--- src/hdl/rv_pkg.sv ---
package rv_pkg;

    typedef enum logic [6:0] {
        op     = 7'b0110011,
        op_imm = 7'b0010011,
        lui    = 7'b0110111,
        load   = 7'b0000011,
        store  = 7'b0100011,
        branch = 7'b1100011,
        jal    = 7'b1101111
    } opcode_e;

    typedef enum logic [2:0] {
        alu_add,
        alu_sub,
        alu_and,
        alu_or,
        alu_xor,
        alu_slt,
        alu_passb
    } alu_op_e;

    typedef enum logic [1:0] {
        res_alu,
        res_mem,
        res_pc4
    } result_src_e;

    typedef enum logic [1:0] {
        fwd_none,
        fwd_mem,
        fwd_wb
    } fwd_sel_e;

    typedef struct packed {
        logic [6:0] funct7;
        logic [4:0] rs2;
        logic [4:0] rs1;
        logic [2:0] funct3;
        logic [4:0] rd;
        logic [6:0] opcode;
    } r_fmt_t;

    typedef struct packed {
        logic [11:0] imm;
        logic [4:0]  rs1;
        logic [2:0]  funct3;
        logic [4:0]  rd;
        logic [6:0]  opcode;
    } i_fmt_t;

    typedef struct packed {
        logic [6:0] imm_hi;
        logic [4:0] rs2;
        logic [4:0] rs1;
        logic [2:0] funct3;
        logic [4:0] imm_lo;
        logic [6:0] opcode;
    } s_fmt_t;

    typedef struct packed {
        logic       imm12;
        logic [5:0] imm10_5;
        logic [4:0] rs2;
        logic [4:0] rs1;
        logic [2:0] funct3;
        logic [3:0] imm4_1;
        logic       imm11;
        logic [6:0] opcode;
    } b_fmt_t;

    typedef struct packed {
        logic [19:0] imm;
        logic [4:0]  rd;
        logic [6:0]  opcode;
    } u_fmt_t;

    typedef struct packed {
        logic       imm20;
        logic [9:0] imm10_1;
        logic       imm11;
        logic [7:0] imm19_12;
        logic [4:0] rd;
        logic [6:0] opcode;
    } j_fmt_t;

    // One instruction word, read through whichever format the opcode calls for
    typedef union packed {
        r_fmt_t r_fmt;
        i_fmt_t i_fmt;
        s_fmt_t s_fmt;
        b_fmt_t b_fmt;
        u_fmt_t u_fmt;
        j_fmt_t j_fmt;
    } instr_t;

    typedef struct packed {
        logic        reg_write;
        logic        mem_write;
        result_src_e result_src;
        alu_op_e     alu_op;
        logic        alu_src_imm;
        logic        branch;
        logic        branch_ne;
        logic        jump;
    } ctrl_t;

    typedef struct packed {
        logic        valid;
        instr_t      instr;
        logic [31:0] pc;
        logic [31:0] pc4;
    } fd_t;

    typedef struct packed {
        logic        valid;
        ctrl_t       ctrl;
        logic [31:0] pc;
        logic [31:0] pc4;
        logic [31:0] imm;
        logic [31:0] rs1_val;
        logic [31:0] rs2_val;
        logic [4:0]  rs1;
        logic [4:0]  rs2;
        logic [4:0]  rd;
    } de_t;

    typedef struct packed {
        logic        reg_write;
        logic        mem_write;
        result_src_e result_src;
        logic [31:0] alu_result;
        logic [31:0] store_data;
        logic [31:0] pc4;
        logic [4:0]  rd;
    } em_t;

    typedef struct packed {
        logic        reg_write;
        result_src_e result_src;
        logic [31:0] alu_result;
        logic [31:0] mem_data;
        logic [31:0] pc4;
        logic [4:0]  rd;
    } mw_t;

    typedef struct packed {
        logic        reg_write;
        logic [4:0]  rd;
        logic [31:0] result;
    } wb_t;

endpackage
--- src/hdl/memory.sv ---
`timescale 1ns/100ps

module memory import rv_pkg::*; #(
    parameter int dmem_words = 64
) (
    input  logic clk,
    input  logic reset,
    input  em_t  em,
    output mw_t  mw
);

    localparam int addr_bits = $clog2(dmem_words);

    logic [31:0]          dmem [dmem_words];
    logic [addr_bits-1:0] word_addr;

    // The low two address bits are ignored because the memory is word addressed
    assign word_addr = em.alu_result[addr_bits+1:2];

    always_ff @(posedge clk) begin
        if (em.mem_write) begin
            dmem[word_addr] <= em.store_data;
        end
    end

    always_ff @(posedge clk) begin
        if (reset) begin
            mw.reg_write <= 1'b0;
        end else begin
            mw.reg_write <= em.reg_write;
        end
        mw.result_src <= em.result_src;
        mw.alu_result <= em.alu_result;
        mw.mem_data   <= dmem[word_addr];
        mw.pc4        <= em.pc4;
        mw.rd         <= em.rd;
    end

endmodule

--- config.mk ---
export PLATFORM = sky130hd
export DESIGN_NAME = memory
export DESIGN_NICKNAME = d
export VERILOG_FILES = /design/src/hdl/rv_pkg.sv /design/src/hdl/memory.sv
export SDC_FILE = /design/constraint.sdc
export NUM_CORES = 2
export LEC_CHECK = 0
export CORE_MARGIN = 2
export CORE_UTILIZATION = 59
export CTS_CLUSTER_DIAMETER = 120
export DETAILED_ROUTE_END_ITERATION = 8
export DONT_BUFFER_PORTS = 1
export PLACE_DENSITY = 0.78
export SETUP_SLACK_MARGIN = 0.3
export SKIP_LAST_GASP = 1
export SYNTH_ARGS = -nofsm -noshare
export SYNTH_HDL_FRONTEND = slang
export SYNTH_SLANG_ARGS = --single-unit
--- constraint.sdc ---
create_clock -name clk -period 4.6 [get_ports clk]
set_clock_uncertainty 0.15 [all_clocks]
set_input_delay 0.92 -clock clk [delete_from_list [all_inputs] [get_ports clk]]
set_output_delay 0.92 -clock clk [all_outputs]
set_load 0.05 [all_outputs]
## Yosys cells after proc, flatten, opt, wreduce, memory -nomap -nowiden

Memories as Yosys holds them, arrays and structs flattened. A register that Yosys moved wholly into a read port is not among the register bits.
Index checks and enable logic that the tools add are counted.

| operators by class | value |
|---|---|
| mux-type cells | 2 |

Operator list:

| operator | number |
|---|---|
| $mux 1 | 2 |

| word-level totals | value |
|---|---|
| logic and storage cells | 8 |
| bits of input ports | 107 |
| memories | 1 |
| flip-flop bits (word level) | 72 |
| bits in writable memories | 2048 |

Memories:

| memory | words | width | rd ports | clocked after Yosys merged registers in | write ports | RTL line | source |
|---|---|---|---|---|---|---|---|
| dmem | 64 | 32 | 1 | 1 | 1 | memory.sv:14 | `logic [31:0] dmem [dmem_words];` |

## Longest topological paths before layout

| depth | value |
|---|---|
| depth in word-level cells | 2 |
| gate-level depth with buffers | 10 |
| depth with buffers taken out | 6 |

## Worst setup path after synthesis

Ideal clock, no wire load.

| path | value |
|---|---|
| path kind | input -> register |
| start | input port em[71] (netlist name) |
| end | memory dmem[12][0], enable pin |
| library setup time | 0.421 ns |
| required time | 4.029 ns |
| setup slack | 0.511 ns |
| stages on the path | 7 |
| arrival time | 3.518 ns |
| path through | buf_6 -> nor2_1 -> buf_2 -> buf_2 -> buf_2 -> nand3_1 -> nor2_1 |

RTL lines:

| element | RTL line | source |
|---|---|---|
| start, declared | memory.sv:8 | `input em_t em,` |
| end, declared | memory.sv:14 |  |

No word-level cell before the write port.

==> metrics.txt <==
status=complete, but fails checks; failing checks=max-slew violations; global-route wire length before repair=327000 µm; share of the synthesized area in the top cell type=77.2%; CTS tree=yes; r2r setup slk=2.00 ns; # IOs=211; most frequent cells in the layout=2048 x edfxtp_1, 365 x a22oi_1, 285 x a221oi_1; Synth cell types=57; routed wire length=230000 µm; Crit Reg-Reg Endpoint=mw[62]; Clk Latency, worst-skew pair=0.86 ns; Post-synth top flop=edfxtp_1; Die H=372 µm; cells on worst reg2reg path=4; Vias/cell=7.28; period utilisation layout=95.5%; Leak Pwr=28.2 nW; EDFF count, synth=2048; total number of vias=47300; Arrival @ worst endpoint=4.87 ns; synthesized cell area=79700 µm²; power per cell area=443 nW/µm²; r2r startpoint=dmem[22][25]; Tot GR Track Use=33.3%; worst slew pin tran=2.07 ns; DRT iter0 DRCs=9529; CTS resizes=0; Mapped Cells=4352; Hold Path Class=input pin to flip-flop; hold endpoint=dmem[63][3]; final setup vio count=0; Data required, critical path=5.08 ns; Die W=372 µm; post-detail-place hpwl=123000 µm; RSZ-0062 raised after global routing=no; H-tree depth=4; final hold violation count=0; most common cell after layout, fill and taps aside=edfxtp_1; worst-path maximum fanout=303; vias in the first global route=45200; Initial DRT Pass Iterations=8; crit start category=input pin; pin count of the biggest net entering global routing=398; sequential fraction of the synthesis area=79.8%; synthesis warning total=0; Clock Tree Buf Depth=3; initial antenna violation count=14; Post-DRT Antenna Nets=0; clock sinks=2152; PortBufs=0; Overflow after GRT=0; Synth Register Bits=2152; Avg Cell Area, Syn=18.3 µm²; fraction of registers with async set/reset=0%; worst hold path startpoint=em[40]; fmax=0.228 GHz; layout cells sized above 1=14.4%; Reg clk slew, reported paths=0.06 ns; Final Critical Period=4.39 ns; DRC Markers=0; Setup Crit Path Kind=input pin to flip-flop; Place WS=0.808 ns; relative slew slack=-37.9%; CP Capture Type=flip-flop; Setup WS post-layout=0.209 ns; area grow syn2layout=13.4%; Hold Path Depth=0; TNS Setup=0 ns; floorplan row count=134; Core Area=134000 µm²; Yosys top cell by area=edfxtp_1; VDD IR-drop max=447 µV; syn nets=4459; final net count=4642; top area cells in the synthesized netlist=edfxtp_1 77%, a22oi_1 3.4%, a221oi_1 3.1%; Initial Util=59.6%; total of max-cap violations=0; max-slew violation count=217; Avg WL per Cell=35.5 µm; gpl congestion=0.911; Clock Tree Root=clkbuf_16; total die area=138000 µm²; CTS Buf Count=203
==> layout make-up <==
class	instances	area [µm²]
Sequential cell	2152	63600
Clock inverter	112	1010
Multi-Input combinational cell	1875	15100
Inverter	4	18.8
Timing Repair Buffer	299	2940
Clock buffer	270	5490
Antenna cell	9	22.5
Fill cell	8089	43400
Tap cell	1768	2210
==> power by group <==
part | internal (mW) | total [mW] | leakage (nW) | switching (mW)
sequential | 21.6 | 22.0 | 19.3 | 0.412
clock | 9.01 | 16.3 | 3.16 | 7.33
combinational | 0.599 | 1.65 | 5.75 | 1.05
==> flip-flops by register name (all words and copies together) (netlist names) <==
signal	cells
mw	104
dmem	2048
==> how the worst max path moves through the flow <==
stage	startpoint	end	slack (ns)	cells past startpoint
after detailed placement	em[73]	mw[62]	0.81	6
final	em[72]	mw[62]	0.21	6
after CTS	em[72]	mw[62]	1.66	6
after global placement	em[73]	mw[62]	0.85	6
after floorplan	em[71]	dmem[12][0]	0.51	7
after global routing	em[72]	mw[56]	0.88	6
==> through the flow <==
step	util, %	instance area [µm²]	hold slack (ns)	instances	total power, mW
after floorplan	-	79700	0.400	4352	23.4
final	67.5	90400	0.0294	6489	40.0
after detailed placement	61.6	82400	0.535	5959	23.8
after global placement	61.6	82400	0.499	5959	23.8
after global routing	67.5	90400	0.00230	6480	40.9
after CTS	67.5	90300	0.0000223	6479	40.0
==> per-layer routing <==
metal / vias up / wire length, µm / GRT usage (%)
met5: - / 55 / 0
met4: 8 / 11100 / 13.7
met3: 694 / 36900 / 10.8
met2: 4396 / 104000 / 49.9
met1: 23500 / 77700 / 45.4
li1: 18600 / - / -
==> worst max-delay path, stage by stage <==
cell      delay (ns)
and2_4          0.91
buf_12          0.30
a221oi_1        0.37
nor3_1          0.12
nor4_1          1.07
nand4_1         0.24
==> cell usage after synthesis (49+ instances only) <==
cell type	count
edfxtp_1	2048
a22oi_1	365
a221oi_1	285
mux2i_1	162
o22ai_1	159
nor2_1	143
buf_2	132
clkbuf_1	130
dfxtp_1	104
mux2_2	93
a21oi_1	84
nand2_1	79
o21ai_0	66
mux4_2	49
==> what timing repair did <==
action                                 CTS  global route
buffers inserted                         0             0
endpoints found under the hold margin  428             1
hold buffers                           138             1
==> kinds of logic after synthesis <==
| family | synth area share, % |
|---|---|
| AOI/OAI and AO/OA | 11.4 |
| buffers and inverters | 1.99 |
| DFF | 79.8 |
| and+or+nand+nor | 2.13 |
| muxes | 4.75 |
Power figures use the tool's default switching activity.
