### config.mk
export PLATFORM = sky130hd
export DESIGN_NAME = fetch
export DESIGN_NICKNAME = d
export VERILOG_FILES = /design/src/hdl/rv_pkg.sv /design/src/hdl/fetch.sv
export SDC_FILE = /design/constraint.sdc
export NUM_CORES = 2
export LEC_CHECK = 0
export BUFFER_PORTS_ARGS = -buffer_cell sky130_fd_sc_hd__buf_2
export CAP_MARGIN = 10
export CORE_UTILIZATION = 25
export CTS_BUF_LIST = sky130_fd_sc_hd__clkbuf_2 sky130_fd_sc_hd__clkbuf_4 sky130_fd_sc_hd__clkbuf_8
export DETAILED_ROUTE_END_ITERATION = 8
export HOLD_SLACK_MARGIN = 0.06
export SLEW_MARGIN = 10
export SYNTH_ARGS = -nofsm -noshare
export SYNTH_HDL_FRONTEND = slang
export SYNTH_SLANG_ARGS = --single-unit
### constraint.sdc
create_clock -name clk -period 5.7 [get_ports clk]
set_input_delay 1.71 -clock clk [delete_from_list [all_inputs] [get_ports clk]]
set_output_delay 1.71 -clock clk [all_outputs]
set_load 0.02 [all_outputs]
### src/hdl/rv_pkg.sv
package rv_pkg;

    typedef enum logic [6:0] {
        op     = 7'b0110011,
        op_imm = 7'b0010011,
        lui    = 7'b0110111,
        load   = 7'b0000011,
        store  = 7'b0100011,
        branch = 7'b1100011,
        jal    = 7'b1101111
    } opcode_e;

    typedef enum logic [2:0] {
        alu_add,
        alu_sub,
        alu_and,
        alu_or,
        alu_xor,
        alu_slt,
        alu_passb
    } alu_op_e;

    typedef enum logic [1:0] {
        res_alu,
        res_mem,
        res_pc4
    } result_src_e;

    typedef enum logic [1:0] {
        fwd_none,
        fwd_mem,
        fwd_wb
    } fwd_sel_e;

    typedef struct packed {
        logic [6:0] funct7;
        logic [4:0] rs2;
        logic [4:0] rs1;
        logic [2:0] funct3;
        logic [4:0] rd;
        logic [6:0] opcode;
    } r_fmt_t;

    typedef struct packed {
        logic [11:0] imm;
        logic [4:0]  rs1;
        logic [2:0]  funct3;
        logic [4:0]  rd;
        logic [6:0]  opcode;
    } i_fmt_t;

    typedef struct packed {
        logic [6:0] imm_hi;
        logic [4:0] rs2;
        logic [4:0] rs1;
        logic [2:0] funct3;
        logic [4:0] imm_lo;
        logic [6:0] opcode;
    } s_fmt_t;

    typedef struct packed {
        logic       imm12;
        logic [5:0] imm10_5;
        logic [4:0] rs2;
        logic [4:0] rs1;
        logic [2:0] funct3;
        logic [3:0] imm4_1;
        logic       imm11;
        logic [6:0] opcode;
    } b_fmt_t;

    typedef struct packed {
        logic [19:0] imm;
        logic [4:0]  rd;
        logic [6:0]  opcode;
    } u_fmt_t;

    typedef struct packed {
        logic       imm20;
        logic [9:0] imm10_1;
        logic       imm11;
        logic [7:0] imm19_12;
        logic [4:0] rd;
        logic [6:0] opcode;
    } j_fmt_t;

    // One instruction word, read through whichever format the opcode calls for
    typedef union packed {
        r_fmt_t r_fmt;
        i_fmt_t i_fmt;
        s_fmt_t s_fmt;
        b_fmt_t b_fmt;
        u_fmt_t u_fmt;
        j_fmt_t j_fmt;
    } instr_t;

    typedef struct packed {
        logic        reg_write;
        logic        mem_write;
        result_src_e result_src;
        alu_op_e     alu_op;
        logic        alu_src_imm;
        logic        branch;
        logic        branch_ne;
        logic        jump;
    } ctrl_t;

    typedef struct packed {
        logic        valid;
        instr_t      instr;
        logic [31:0] pc;
        logic [31:0] pc4;
    } fd_t;

    typedef struct packed {
        logic        valid;
        ctrl_t       ctrl;
        logic [31:0] pc;
        logic [31:0] pc4;
        logic [31:0] imm;
        logic [31:0] rs1_val;
        logic [31:0] rs2_val;
        logic [4:0]  rs1;
        logic [4:0]  rs2;
        logic [4:0]  rd;
    } de_t;

    typedef struct packed {
        logic        reg_write;
        logic        mem_write;
        result_src_e result_src;
        logic [31:0] alu_result;
        logic [31:0] store_data;
        logic [31:0] pc4;
        logic [4:0]  rd;
    } em_t;

    typedef struct packed {
        logic        reg_write;
        result_src_e result_src;
        logic [31:0] alu_result;
        logic [31:0] mem_data;
        logic [31:0] pc4;
        logic [4:0]  rd;
    } mw_t;

    typedef struct packed {
        logic        reg_write;
        logic [4:0]  rd;
        logic [31:0] result;
    } wb_t;

endpackage
### src/hdl/fetch.sv
`timescale 1ns/100ps

module fetch import rv_pkg::*; #(
    parameter int imem_words = 64
) (
    input  logic                          clk,
    input  logic                          reset,
    input  logic                          trigger,
    input  logic                          imem_load,
    input  logic [$clog2(imem_words)-1:0] imem_addr,
    input  instr_t                        imem_data,
    input  logic                          flush,
    input  logic [31:0]                   redirect_pc,
    output fd_t                           fd
);

    localparam int addr_bits = $clog2(imem_words);

    instr_t      imem [imem_words];
    logic [31:0] pc;
    logic        started;
    instr_t      instr;

    always_ff @(posedge clk) begin
        if (imem_load) begin
            imem[imem_addr] <= imem_data;
        end
    end

    assign instr = imem[pc[addr_bits+1:2]];

    // The pc stays at zero until trigger has been seen once
    always_ff @(posedge clk) begin
        if (reset) begin
            pc       <= '0;
            started  <= 1'b0;
            fd.valid <= 1'b0;
        end else begin
            if (trigger) begin
                started <= 1'b1;
            end
            if (flush) begin
                pc       <= redirect_pc;
                fd.valid <= 1'b0;
            end else if (started) begin
                pc       <= pc + 32'd4;
                fd.valid <= 1'b1;
            end else begin
                fd.valid <= 1'b0;
            end
        end
        fd.instr <= instr;
        fd.pc    <= pc;
        fd.pc4   <= pc + 32'd4;
    end

endmodule

# ---- Yosys cells after proc, flatten, opt, wreduce, memory -nomap -nowiden
# Memories as Yosys holds them, arrays and structs flattened. A register that Yosys moved wholly into a read port is not among the register bits.
# Index checks and enable logic that the tools add are counted.
dict set report op_classes {
  mux 5
  n_shift 0
  n_eq_ne 0
  n_addsub 1
  n_div 0
  n_lt_le_gt_ge 0
  reduce_logical 2
  n_bitwise 0
  multipliers 0
}
# operator count
set ops {}
lappend ops {{32-bit 2-to-1 mux} 2}
lappend ops {{32-bit by 3-bit adder with 32-bit output, second input constant} 1}
lappend ops {{1-bit 2-to-1 mux} 3}
lappend ops {{2-bit nonzero test} 1}
lappend ops {{2-bit OR reduction} 1}
dict set report totals {
  output_inout_bits 97
  wordCells 14
  inputBits 75
  mem_bits_ro 0
  register_bits 98
  mem_count 1
  latch_bits 0
  ram_bits 2048
}
# name depth word_bits read_ports rd_ports_with_merged_regs wr line_no
set memory_table {}
lappend memory_table {imem 64 32 1 1 1 fetch.sv:19} ;# instr_t imem [imem_words];

# ---- Depth between registers and ports, before layout
dict set report depth {
  ltp_word 3
  mapped_depth 9
  depth_no_buf 6
}

# ---- Worst setup path after synthesis
# Ideal clock, no wire load.
dict set report synth_timing {
  kind {input port to flip-flop}
  startpoint {input port imem_addr[3]}
  endpoint {memory imem[48][0] in the netlist's numbering, enable pin}
  n_path_buf 1
  arrival_ps 4409
  required_ps 5239
  stages 4
  setup_time_ps 461
  path_slack_ps 830
  cell_sequence {clkbuf_1 nor2b_1 nand4b_1 nor3_1}
}
# element line_no
set synth_rtl {}
lappend synth_rtl {{start: declaration} fetch.sv:10} ;# input logic [$clog2(imem_words)-1:0] imem_addr,
lappend synth_rtl {{end: declaration} fetch.sv:19}
# Straight into the memory's write port.

==> results.py <==
metrics = {
    "final_layout": {
        "final_cell_mix": "2048 x edfxtp_1, 345 x clkbuf_8, 320 x mux4_2",
        "nets": 4620,
        "final_cells": 9145,
        "final_common_cell": "edfxtp_1",
        "fin_area_um2": 96100,
        "final_util_pct": 29.3,
        "drive_gt1_share_pct": 27.1,
        "nFillCells": 32053,
        "area_growth_syn_to_layout_pct": 16.3,
    },
    "detailed_routing": {
        "num_vias": 42117,
        "drt_iter0_markers": 4474,
        "drt_first_pass_iters": 6,
        "final_antenna_net_count": 0,
        "wl_per_cell_um": 24.2,
        "via_per_inst": 4.61,
        "routed_wl_um": 221000,
        "drc": 0,
    },
    "timing": {
        "worst_slew_pin_slew_ns": 1.18,
        "slew_violations": 0,
        "final.setup_skew_ns": 0.108,
        "timing.hold.ws_ns": 0.350,
        "setup_violations": 0,
        "hold_viol": 0,
        "min_period_ns": 3.76,
        "relSlewSlack_pct": 20.5,
        "clock.fmax_mhz": 266,
        "rsz0062_at_grt": "no",
        "final.period_utilization_pct": 65.9,
        "tns_ns": 0,
        "fin_ws_ns": 1.94,
    },
    "placed_design": {
        "gp_congestion": 0.851,
        "hpwl_um": 138000,
        "placedCellCount": 8550,
        "dpl-instance-area_um2": 89600,
        "port_buffers": 171,
        "dp_slack_ns": 1.43,
    },
    "critical_path": {
        "crit_path_start_kind": "register",
        "required_ns": 6.60,
        "path_class": "register to register",
        "crit_path_end_kind": "register",
        "path_max_fanout": 52,
        "critPathArrivalTime_ns": 4.65,
    },
    "floorplanning": {
        "rows": 210,
        "start_util_pct": 25.2,
        "core-area_um2": 328000,
        "pin_count": 172,
        "dieArea_um2": 333000,
        "dieWidth_um": 577,
        "die_h_um": 577,
    },
    "grt": {
        "grt_use_total_pct": 12.9,
        "grt_pass1_wl_um": 310000,
        "grt_start_max_net_pins": 94,
        "grt_antenna_before_repair": 27,
        "overflow": 0,
        "grt_pass1_vias": 41487,
    },
    "clocking": {
        "cts_num_sinks": 2176,
        "htree_levels": 5,
        "cts_hold_buf": 0,
        "clk_path_buf_depth": 4,
        "clk-insertion-delay-late_ns": 0.95,
        "cts_made_buffers": 338,
        "path_clk_slew_ns": 0.06,
        "ctsResizeCount": 0,
        "post_cts_buffers": 0,
        "cts_root_buffer": "clkbuf_8",
        "cts_tree": "built",
    },
    "power_and_ir_drop": {
        "p_per_area_nw_per_um2": 341,
        "ir_drop_v": 0.000195,
        "total_power_mw": 32.7,
        "power_leakage_nw": 29.1,
    },
    "yosys": {
        "async_flop_share_pct": 0,
        "synth.top_cell.area_share_pct": 74.5,
        "synth_warnings": 0,
        "synthCells": 4152,
        "synth_cell_type_count": 51,
        "netlist_top_cells_area": "edfxtp_1 74%, mux4_2 8.7%, mux2i_1 3.5%",
        "yosysSeqAreaShare_pct": 77.6,
        "synth_edf_count": 2048,
        "synth_seq_cells": 2176,
        "synth_area_um2": 82600,
        "syn_area_per_cell_um2": 19.9,
        "synth_area_leader_cell": "edfxtp_1",
        "synthesis.nets": 4228,
        "synth_ff_type": "edfxtp_1",
    },
    "job": {
        "cap_viol_max_count": 0,
    },
    "run_status": {
        "status": "finished, final reports clean",
    },
    "hold_path": {
        "hp-class": "register to register",
    },
}
state kept, by name, summed over array words and instances, names as in the netlist:
register	flops
imem	2048
fd	95
pc	32
started	1
path summary, 6_finish.rpt:
path	from	end	slack, ns	cells after the start
max reg2reg	pc[3]	fd[95]	1.94	6
min	pc[1]	fd[1]	0.35	0
min reg2reg	pc[1]	fd[1]	0.35	0
max	pc[3]	fd[95]	1.94	6
synthesized netlist by cell type, drive strengths merged (2+ instances only):
cell and count:
and2 5, and3 4, a21oi 8, inv 4
edfxtp 2048, dfxtp 128, a311oi 4, nand2 100
mux2i 291, nor3b 3, nor2 108, xnor2 24
and3b 2, nand3 59, nor4bb 2, and4b 2
nor2b 130, a22oi 160, nand2b 5, and4 6
nor3 11, o41ai 30, or2 3, o22ai 34
nand3b 4, mux2 68, a2111oi 4, clkbuf 161
a31oi 31, xor2 25, a211oi 109, mux4 320
buf 92, o21ai 66, o211a 32, nand4 48
nor4 6, or3 6
where the power goes:
| group | switching [mW] | leakage (nW) | internal, mW |
|---|---|---|---|
| sequential | 0.168 | 19.5 | 17.7 |
| combinational | 1.39 | 6.21 | 0.679 |
| clock | 6.06 | 3.41 | 6.77 |
| total | 7.62 | 29.1 | 25.1 |
per-layer routing:
layer  global-route usage (%)  share of wire (%)  vias up  routed length (um)
met3                     2.40                7.8      362               17200
met5                        0              0.042        -                  94
met4                     4.17                3.2       14                7080
met2                     20.4                 47     1844              103000
met1                     17.7                 42    22043               93500
li1                         -                  -    17854                   -
critical path: stages, from the launching register on:
cell	delay (ns)
dfxtp_4	0.86
buf_4	0.80
mux2i_1	0.19
a22oi_1	0.47
nand4_1	0.35
o21ai_0	0.77
o211a_1	0.26
area by class of cell:
cell class	instances	area [um^2]	share of cell area, %
well taps	4346	5440	5.66
repair buffers	305	2040	2.13
inverters	5	18.8	0.0195
flip-flops and latches	2176	64100	66.7
clock buffers	455	5570	5.80
multi-input cells	1718	18000	18.7
diodes	7	17.5	0.0182
clock inverters	133	901	0.938
logic make-up after synthesis:
logic type	Yosys count	share of synthesized area [%]
AO/OA/AOI/OAI	481	4.21
XOR/XNOR	49	0.520
adder cells (fa/ha/maj)	1	0.0152
buffers and inverters	258	1.29
flip-flops	2176	77.6
multiplexers	679	13.2
AND/OR/NAND/NOR	508	3.19
Note: power is estimated with default switching activity, not from simulation.
