`src/hdl/rv_pkg.sv`:
```
package rv_pkg;

    typedef enum logic [6:0] {
        op     = 7'b0110011,
        op_imm = 7'b0010011,
        lui    = 7'b0110111,
        load   = 7'b0000011,
        store  = 7'b0100011,
        branch = 7'b1100011,
        jal    = 7'b1101111
    } opcode_e;

    typedef enum logic [2:0] {
        alu_add,
        alu_sub,
        alu_and,
        alu_or,
        alu_xor,
        alu_slt,
        alu_passb
    } alu_op_e;

    typedef enum logic [1:0] {
        res_alu,
        res_mem,
        res_pc4
    } result_src_e;

    typedef enum logic [1:0] {
        fwd_none,
        fwd_mem,
        fwd_wb
    } fwd_sel_e;

    typedef struct packed {
        logic [6:0] funct7;
        logic [4:0] rs2;
        logic [4:0] rs1;
        logic [2:0] funct3;
        logic [4:0] rd;
        logic [6:0] opcode;
    } r_fmt_t;

    typedef struct packed {
        logic [11:0] imm;
        logic [4:0]  rs1;
        logic [2:0]  funct3;
        logic [4:0]  rd;
        logic [6:0]  opcode;
    } i_fmt_t;

    typedef struct packed {
        logic [6:0] imm_hi;
        logic [4:0] rs2;
        logic [4:0] rs1;
        logic [2:0] funct3;
        logic [4:0] imm_lo;
        logic [6:0] opcode;
    } s_fmt_t;

    typedef struct packed {
        logic       imm12;
        logic [5:0] imm10_5;
        logic [4:0] rs2;
        logic [4:0] rs1;
        logic [2:0] funct3;
        logic [3:0] imm4_1;
        logic       imm11;
        logic [6:0] opcode;
    } b_fmt_t;

    typedef struct packed {
        logic [19:0] imm;
        logic [4:0]  rd;
        logic [6:0]  opcode;
    } u_fmt_t;

    typedef struct packed {
        logic       imm20;
        logic [9:0] imm10_1;
        logic       imm11;
        logic [7:0] imm19_12;
        logic [4:0] rd;
        logic [6:0] opcode;
    } j_fmt_t;

    // One instruction word, read through whichever format the opcode calls for
    typedef union packed {
        r_fmt_t r_fmt;
        i_fmt_t i_fmt;
        s_fmt_t s_fmt;
        b_fmt_t b_fmt;
        u_fmt_t u_fmt;
        j_fmt_t j_fmt;
    } instr_t;

    typedef struct packed {
        logic        reg_write;
        logic        mem_write;
        result_src_e result_src;
        alu_op_e     alu_op;
        logic        alu_src_imm;
        logic        branch;
        logic        branch_ne;
        logic        jump;
    } ctrl_t;

    typedef struct packed {
        logic        valid;
        instr_t      instr;
        logic [31:0] pc;
        logic [31:0] pc4;
    } fd_t;

    typedef struct packed {
        logic        valid;
        ctrl_t       ctrl;
        logic [31:0] pc;
        logic [31:0] pc4;
        logic [31:0] imm;
        logic [31:0] rs1_val;
        logic [31:0] rs2_val;
        logic [4:0]  rs1;
        logic [4:0]  rs2;
        logic [4:0]  rd;
    } de_t;

    typedef struct packed {
        logic        reg_write;
        logic        mem_write;
        result_src_e result_src;
        logic [31:0] alu_result;
        logic [31:0] store_data;
        logic [31:0] pc4;
        logic [4:0]  rd;
    } em_t;

    typedef struct packed {
        logic        reg_write;
        result_src_e result_src;
        logic [31:0] alu_result;
        logic [31:0] mem_data;
        logic [31:0] pc4;
        logic [4:0]  rd;
    } mw_t;

    typedef struct packed {
        logic        reg_write;
        logic [4:0]  rd;
        logic [31:0] result;
    } wb_t;

endpackage
```
`src/hdl/hazard_unit.sv`:
```
`timescale 1ns/100ps

module hazard_unit import rv_pkg::*; (
    input  de_t      de,
    input  em_t      em,
    input  wb_t      wb,
    input  logic     redirect,
    output fwd_sel_e fwd_a,
    output fwd_sel_e fwd_b,
    output logic     flush
);

    // The younger producer in memory takes priority over writeback
    function automatic fwd_sel_e pick(input logic [4:0] rs, input em_t m, input wb_t w);
        if (rs == 5'd0) begin
            return fwd_none;
        end else if (m.reg_write && m.rd == rs) begin
            return fwd_mem;
        end else if (w.reg_write && w.rd == rs) begin
            return fwd_wb;
        end
        return fwd_none;
    endfunction

    assign fwd_a = pick(de.rs1, em, wb);
    assign fwd_b = pick(de.rs2, em, wb);
    assign flush = redirect;

endmodule

```
`config.mk`:
```
export PLATFORM = sky130hd
export DESIGN_NAME = hazard_unit
export DESIGN_NICKNAME = d
export VERILOG_FILES = /design/src/hdl/rv_pkg.sv /design/src/hdl/hazard_unit.sv
export SDC_FILE = /design/constraint.sdc
export NUM_CORES = 1
export LEC_CHECK = 0
export BUFFER_PORTS_ARGS = -buffer_cell sky130_fd_sc_hd__buf_2
export CORE_AREA = 2 2 130 132
export DETAILED_ROUTE_END_ITERATION = 8
export DIE_AREA = 0 0 132 134
export PLACE_DENSITY = 0.41
export RECOVER_POWER = 50
export SYNTH_ARGS = -nofsm -noshare
export SYNTH_HDL_FRONTEND = slang
export SYNTH_SLANG_ARGS = --single-unit
```
`constraint.sdc`:
```
create_clock -name vclk -period 2.3
set_input_delay 0.23 -clock vclk [all_inputs]
set_output_delay 0.23 -clock vclk [all_outputs]
set_load 0.02 [all_outputs]
```
### Word-level counts from Yosys, hierarchy flattened

Cells that the tools add are included.

* register bits after elaboration: 0
* bits of input ports: 331
* word-level logic and storage cells: 24

* equal/unequal tests: 4
* muxes and demuxes: 14
* reduce and logical (&&, ||, !) cells: 6

Operators by type and width (count)
* $eq A5 B5 Y1: 4
* $mux W2: 8
* $logic_not A5 Y1: 2
* $mux W1: 6
* $logic_and A1 B1 Y1: 4

### Logic depth before layout (Yosys ltp)

Gate-level depths: netlist of run 1.

* depth in word-level cells: 6
* mapped depth: 4
* depth with buffers taken out: 4

### Worst setup path after synthesis of run 1

No wires, ideal clock.

* kind: input port to output port
* start: in de[6] in the netlist's numbering
* end: out fwd_b[1]
* data arrival time: 1.145 ns
* path slack: 0.925 ns
* stages on the path: 4
* cell sequence: or4_4 nor2_4 nor2_1 and4_1

* cells in the longest elaborated chain, start to end: 6
* elaborated cells on any way between the ends: 11
* those cells by class: eq/ne: 2; mux: 6; reduce/logical: 3

RTL lines
* from (decl): RTL line hazard_unit.sv:4 `input de_t de,`
* $eq A5 B5 Y1: RTL line hazard_unit.sv:19 `end else if (w.reg_write && w.rd == rs) begin`
* $logic_and A1 B1 Y1: RTL line hazard_unit.sv:19
* $mux W1: RTL line hazard_unit.sv:19
* $mux W1: RTL line hazard_unit.sv:17 `end else if (m.reg_write && m.rd == rs) begin`
* $mux W1: RTL line hazard_unit.sv:15 `if (rs == 5'd0) begin`
* $mux W2 (*): RTL line hazard_unit.sv:22 `return fwd_none;`
* to (decl): RTL line hazard_unit.sv:9 `output fwd_sel_e fwd_b,`

Mark *: on every way between the ends. The rest lies on a longest branch, timed or not.

### Final worst setup path of run 1

Same ends and word-level chain as after synthesis.

==> flow_summary_export.csv, run 1 <==
group,metric,value,unit
setup_path,path_class,"primary input to output pin",
power_and_ir_drop,clkPwrFrac,0,%
synth,yosysUniqueCellTypes,11,
placed_design,post-place-cells,282,
drt,dr.pass1.iters,4,
synth,ys_top_cells_by_area,"xnor2_1 36%, xor2_1 24%, or4_4 7.8%, and4_1 6.0%, nor2_1 5.2%",
cells_and_area,final_core_util,4.22,%
drt,route.detailed.drc,0,
worst_hold_path,hp-class,"primary input to output pin",
drt,routedWlPerCell,6.10,um
synth,syn_area_per_cell,7.85,um2
cells_and_area,design_area,687,um2
power_and_ir_drop,p_sw,0.0360,mW
synth,ys_seq_area_share,0,%
sta,setup_viol,0,
cts,cts_resized,0,
placed_design,io_buffers,26,
synth,synth.most_common_cell,"xnor2_1",
cells_and_area,final_cells,282,
cells_and_area,areaGrowthSynthToFinish,137,%
cells_and_area,numSequentialCells,0,
setup_path,required,2070,ps
power_and_ir_drop,peakVddDrop,0.0507,mV
placed_design,gp_congestion,0.674,
floorplan,coreArea,0.0163,mm2
sta,fmax,608,MHz
power_and_ir_drop,pwr-share-comb,100.0,%
cells_and_area,seqCellArea,0,um2
sta,maxSlewViolCount,0,
cells_and_area,nClkBuffers,0,
floorplan,rows,47,
power_and_ir_drop,pwr-share-seq,0,%
floorplan,die_h,134,um
status,status,"completed",
drt,via_count,357,
placed_design,place_area,688,um2
drt,ant_nets,0,
synth,synth.top_cell.area_share,36.2,%
cells_and_area,antenna_cells,0,
floorplan,die_area,0.0177,mm2
flow_run,drv_cap,0,
synth,syn-num-nets,368,
synth,synth_top_area_cell,"xnor2_1",
sta,fin_tns_setup,0,ps
synth,syn_area,290,um2
global_routing,antenna_found_initial,2,
sta,rsz0062_at_grt,"no",
cts,post_cts_buffers,0,
cells_and_area,multi_input_area,283,um2
synth,netlist_instances,37,
cells_and_area,nFillCells,1958,
global_routing,grt_pass1_vias,367,
global_routing,grt.overflow.total,0,
cells_and_area,layout-drive-gt1-share,46.8,%
setup_path,startpoint_type,"primary input",
sta,slew_headroom,83.6,%
power_and_ir_drop,p_int,0.0374,mW
drt,wirelength,1720,um
sta,min_period,1650,ps
global_routing,track_usage,1.93,%
cells_and_area,nets,395,
drt,via_per_inst,1.27,
power_and_ir_drop,finalPower,0.0734,mW
drt,drtIter0Drc,6,
synth,ys_warn_count,0,
floorplan,die_width,132,um
floorplan,ios,336,
sta,worst_slew_pin_slew,244,ps
global_routing,grt_pass1_wl,2490,um
global_routing,grt_max_degree,4,
synth,synth_common_cells,"12 x xnor2_1, 8 x xor2_1, 4 x nor2_1",
power_and_ir_drop,power_density,107,mW/mm2
sta,hold_viol,0,
power_and_ir_drop,p_leak,0.195,nW
floorplan,initial_core_util,1.78,%
sta,period_share,71.5,%
setup_path,cp_max_fo,3,
setup_path,endpoint_kind,"output pin",
power_and_ir_drop,switching_share,49.1,%
cts,holdBufCountCts,0,
setup_path,crit_arrival,1420,ps
final timing paths:
| path | start | end | slack (ps) | cells after the start |
|---|---|---|---|---|
| setup / recovery | de[6] | fwd_b[1] | 650 | 6 |
| hold / removal | redirect | flush | 460 | 0 |
metrics by stage:
step,worst slack [ps],hold slack (ps)
3_3_place_gp,635,460
4_1_cts,636,460
2_1_floorplan,925,573
3_5_place_dp,636,460
5_1_grt,594,460
6_report,655,460
power by group through the flow:
| stage | Combinational (mW) | Sequential, mW | Clock (mW) |
|---|---|---|---|
| after floorplan | 0.0373 | 0 | 0 |
| after global placement | 0.0736 | 0 | 0 |
| after detailed placement | 0.0742 | 0 | 0 |
| after CTS | 0.0745 | 0 | 0 |
| after global routing | 0.0820 | 0 | 0 |
| final | 0.0734 | 0 | 0 |
per-layer routing:
metal	routed length, um	vias up	global-route usage (%)	part of all wire (%)
met5	0	-	0	0
met4	0	0	0	0
met3	93	0	0.0378	5.4
met2	718	22	2.95	42
met1	908	157	3.14	53
li1	-	178	-	-
placed cells by master, fill, tap and decap left out:
master | synthesis | routed
buf_2 | 0 | 25
xnor2_1 | 12 | 12
xor2_1 | 8 | 8
nor2_1 | 4 | 4
nor4_1 | 2 | 2
nand3_1 | 2 | 2
or4_4 | 2 | 2
nand4_1 | 2 | 2
and4_1 | 2 | 2
nor2_2 | 1 | 1
nor2_4 | 1 | 1
clkbuf_1 | 0 | 1
worst max-delay path, stage by stage:
cell and delay (ps):
buf_2 130, or4_4 540, nor2_4 90, nor2_1 50, and4_1 200, buf_2 170
final cells by class:
class              instances  area share [%]
multi-input cells         36            41.2
well taps                220            40.1
repair buffers            26            18.8
cells by family after synthesis:
kind of cell  synth area share [%]
simple gates                  37.1
xor+xnor                      60.3
buf+inv                       2.59
Note: power is estimated with default switching activity, not from simulation.
==> run 2: changes to the inputs <==
--- a/config.mk
+++ b/config.mk
@@ -5,11 +5,12 @@
 export SDC_FILE = /design/constraint.sdc
 export NUM_CORES = 1
 export LEC_CHECK = 0
+export ABC_AREA = 1
 export BUFFER_PORTS_ARGS = -buffer_cell sky130_fd_sc_hd__buf_2
 export CORE_AREA = 2 2 130 132
 export DETAILED_ROUTE_END_ITERATION = 8
 export DIE_AREA = 0 0 132 134
-export PLACE_DENSITY = 0.41
+export PLACE_DENSITY = 0.43
 export RECOVER_POWER = 50
 export SYNTH_ARGS = -nofsm -noshare
 export SYNTH_HDL_FRONTEND = slang
==> constraint.sdc (replaced) <==
create_clock -name vclk -period 1.5
set_input_delay 0.15 -clock vclk [all_inputs]
set_output_delay 0.15 -clock vclk [all_outputs]
set_load 0.02 [all_outputs]
==> flow_summary_export.csv, run 2 <==
group,metric,value,unit
placed_design,gp_congestion,0.725,
sta,fmax,832,MHz
synth,syn_area,439,um2
setup_path,crit_family,"simple AND/OR/NAND/NOR gates",
cells_and_area,final_cell_mix,"58 x nand2_1, 25 x buf_2, 14 x inv_1, 14 x nor2_1, 9 x inv_2",
drt,drtIter0Drc,20,
drt,routedWlPerCell,6.70,um
sta,period_share,80.2,%
cts,cts_resized,0,
synth,synth.top_cell.area_share,49.6,%
drt,ant_nets,0,
setup_path,path_class,"primary input to output pin",
global_routing,grt.overflow.total,0,
placed_design,io_buffers,26,
cells_and_area,antenna_cells,0,
synth,synth.most_common_cell,"nand2_1",
setup_path,path_cells,"buf_2 > inv_1 > nand2_1 > nand2_1 > nor2_1 > nand2_1 > nor3_2 > buf_2",
setup_path,endpoint_kind,"output pin",
synth,netlist_instances,108,
power_and_ir_drop,power_density,176,mW/mm2
status,status,"completed",
cells_and_area,areaGrowthSynthToFinish,90.3,%
synth,synth_common_cells,"58 x nand2_1, 14 x inv_1, 14 x nor2_1, 9 x inv_2, 4 x nand3_1",
sta,worst_slew_pin_slew,265,ps
drt,wirelength,2370,um
floorplan,initial_core_util,2.70,%
synth,yosysUniqueCellTypes,10,
setup_path,path_common_cell,"nand2_1",
power_and_ir_drop,finalPower,0.147,mW
placed_design,place_hpwl,2250,um
sta,setup_viol,0,
floorplan,die_width,132,um
global_routing,antenna_found_initial,0,
drt,via_count,642,
cells_and_area,final_common_cell,"nand2_1",
synth,ys_seq_area_share,0,%
cells_and_area,nFillCells,1984,
cells_and_area,nets,466,
floorplan,ios,336,
setup_path,cp_max_fo,3,
sta,hold_viol,0,
synth,syn_area_per_cell,4.07,um2
synth,ys_warn_count,0,
cells_and_area,seqCellArea,0,um2
cells_and_area,layout-drive-gt1-share,28.6,%
floorplan,rows,47,
drt,via_per_inst,1.82,
floorplan,coreArea,0.0163,mm2
cells_and_area,multi_input_area,345,um2
setup_path,crit_arrival,1050,ps
synth,synth_top_area_cell,"nand2_1",
setup_path,startpoint_type,"primary input",
setup_path,worst-path-buf-inv,3,
global_routing,grt_max_degree,5,
sta,fin_tns_setup,0,ps
setup_path,crit_slowest_cell,"buf_2",
drt,route.detailed.drc,0,
setup_path,cpPeakStageDelay,220,ps
drt,dr.pass1.iters,4,
cells_and_area,nClkBuffers,0,
floorplan,die_h,134,um
global_routing,grt_pass1_wl,3660,um
power_and_ir_drop,p_leak,0.411,nW
setup_path,required,1350,ps
global_routing,track_usage,2.69,%
cts,post_cts_buffers,0,
sta,slew_headroom,82.4,%
floorplan,die_area,0.0177,mm2
sta,rsz0062_at_grt,"no",
power_and_ir_drop,peakVddDrop,0.0599,mV
global_routing,grt_pass1_vias,603,
cts,holdBufCountCts,0,
sta,maxSlewViolCount,0,
flow_run,drv_cap,0,
synth,ys_top_cells_by_area,"nand2_1 50%, inv_1 12%, nor2_1 12%, inv_2 7.7%, nand3_1 4.6%",
worst_hold_path,hp-class,"primary input to output pin",
cells_and_area,numSequentialCells,0,
sta,min_period,1200,ps
synth,syn-num-nets,439,
==> run 2: final cells by class <==
type	count	share of cell area, %
inverters	23	10.3
multi-input cells	84	41.3
well taps	220	32.9
repair buffers	26	15.4
==> run 2: power by group <==
part / leakage [nW] / internal, mW / switching [mW] / total [mW]
logic: 0.411 / 0.0548 / 0.0920 / 0.147
clock network: 0 / 0 / 0 / 0
registers: 0 / 0 / 0 / 0
==> run 2: logic make-up after synthesis <==
group,Yosys count,synth area share (%)
simple gates,82,76.4
compound gates,2,2.28
buf+inv,24,21.4
==> run 2: path summary, 6_finish.rpt <==
| kind | end | depth (start not counted) | from | slack, ps |
|---|---|---|---|---|
| worst max-delay path | fwd_a[0] | 8 | em[0] | 300 |
| worst min-delay path | flush | 0 | redirect | 300 |
==> run 2: metal layers <==
layer  vias up  wire, um  GRT usage [%]
li1        364         -              -
met1       258      1460           4.64
met2        20       817           3.76
met3         0        83          0.113
met4         0         0              0
met5         -         0              0
==> run 2: per-stage QoR <==
step                      cell area [um2]  setup WS, ps  instances  hold WS, ps  util, %
after floorplan                       439           595        108          413        -
after global placement                837           214        353          300     5.14
after detailed placement              837           214        353          300     5.14
after CTS                             837           209        353          300     5.14
after global routing                  836           117        353          300     5.13
final                                 836           298        353          300     5.13
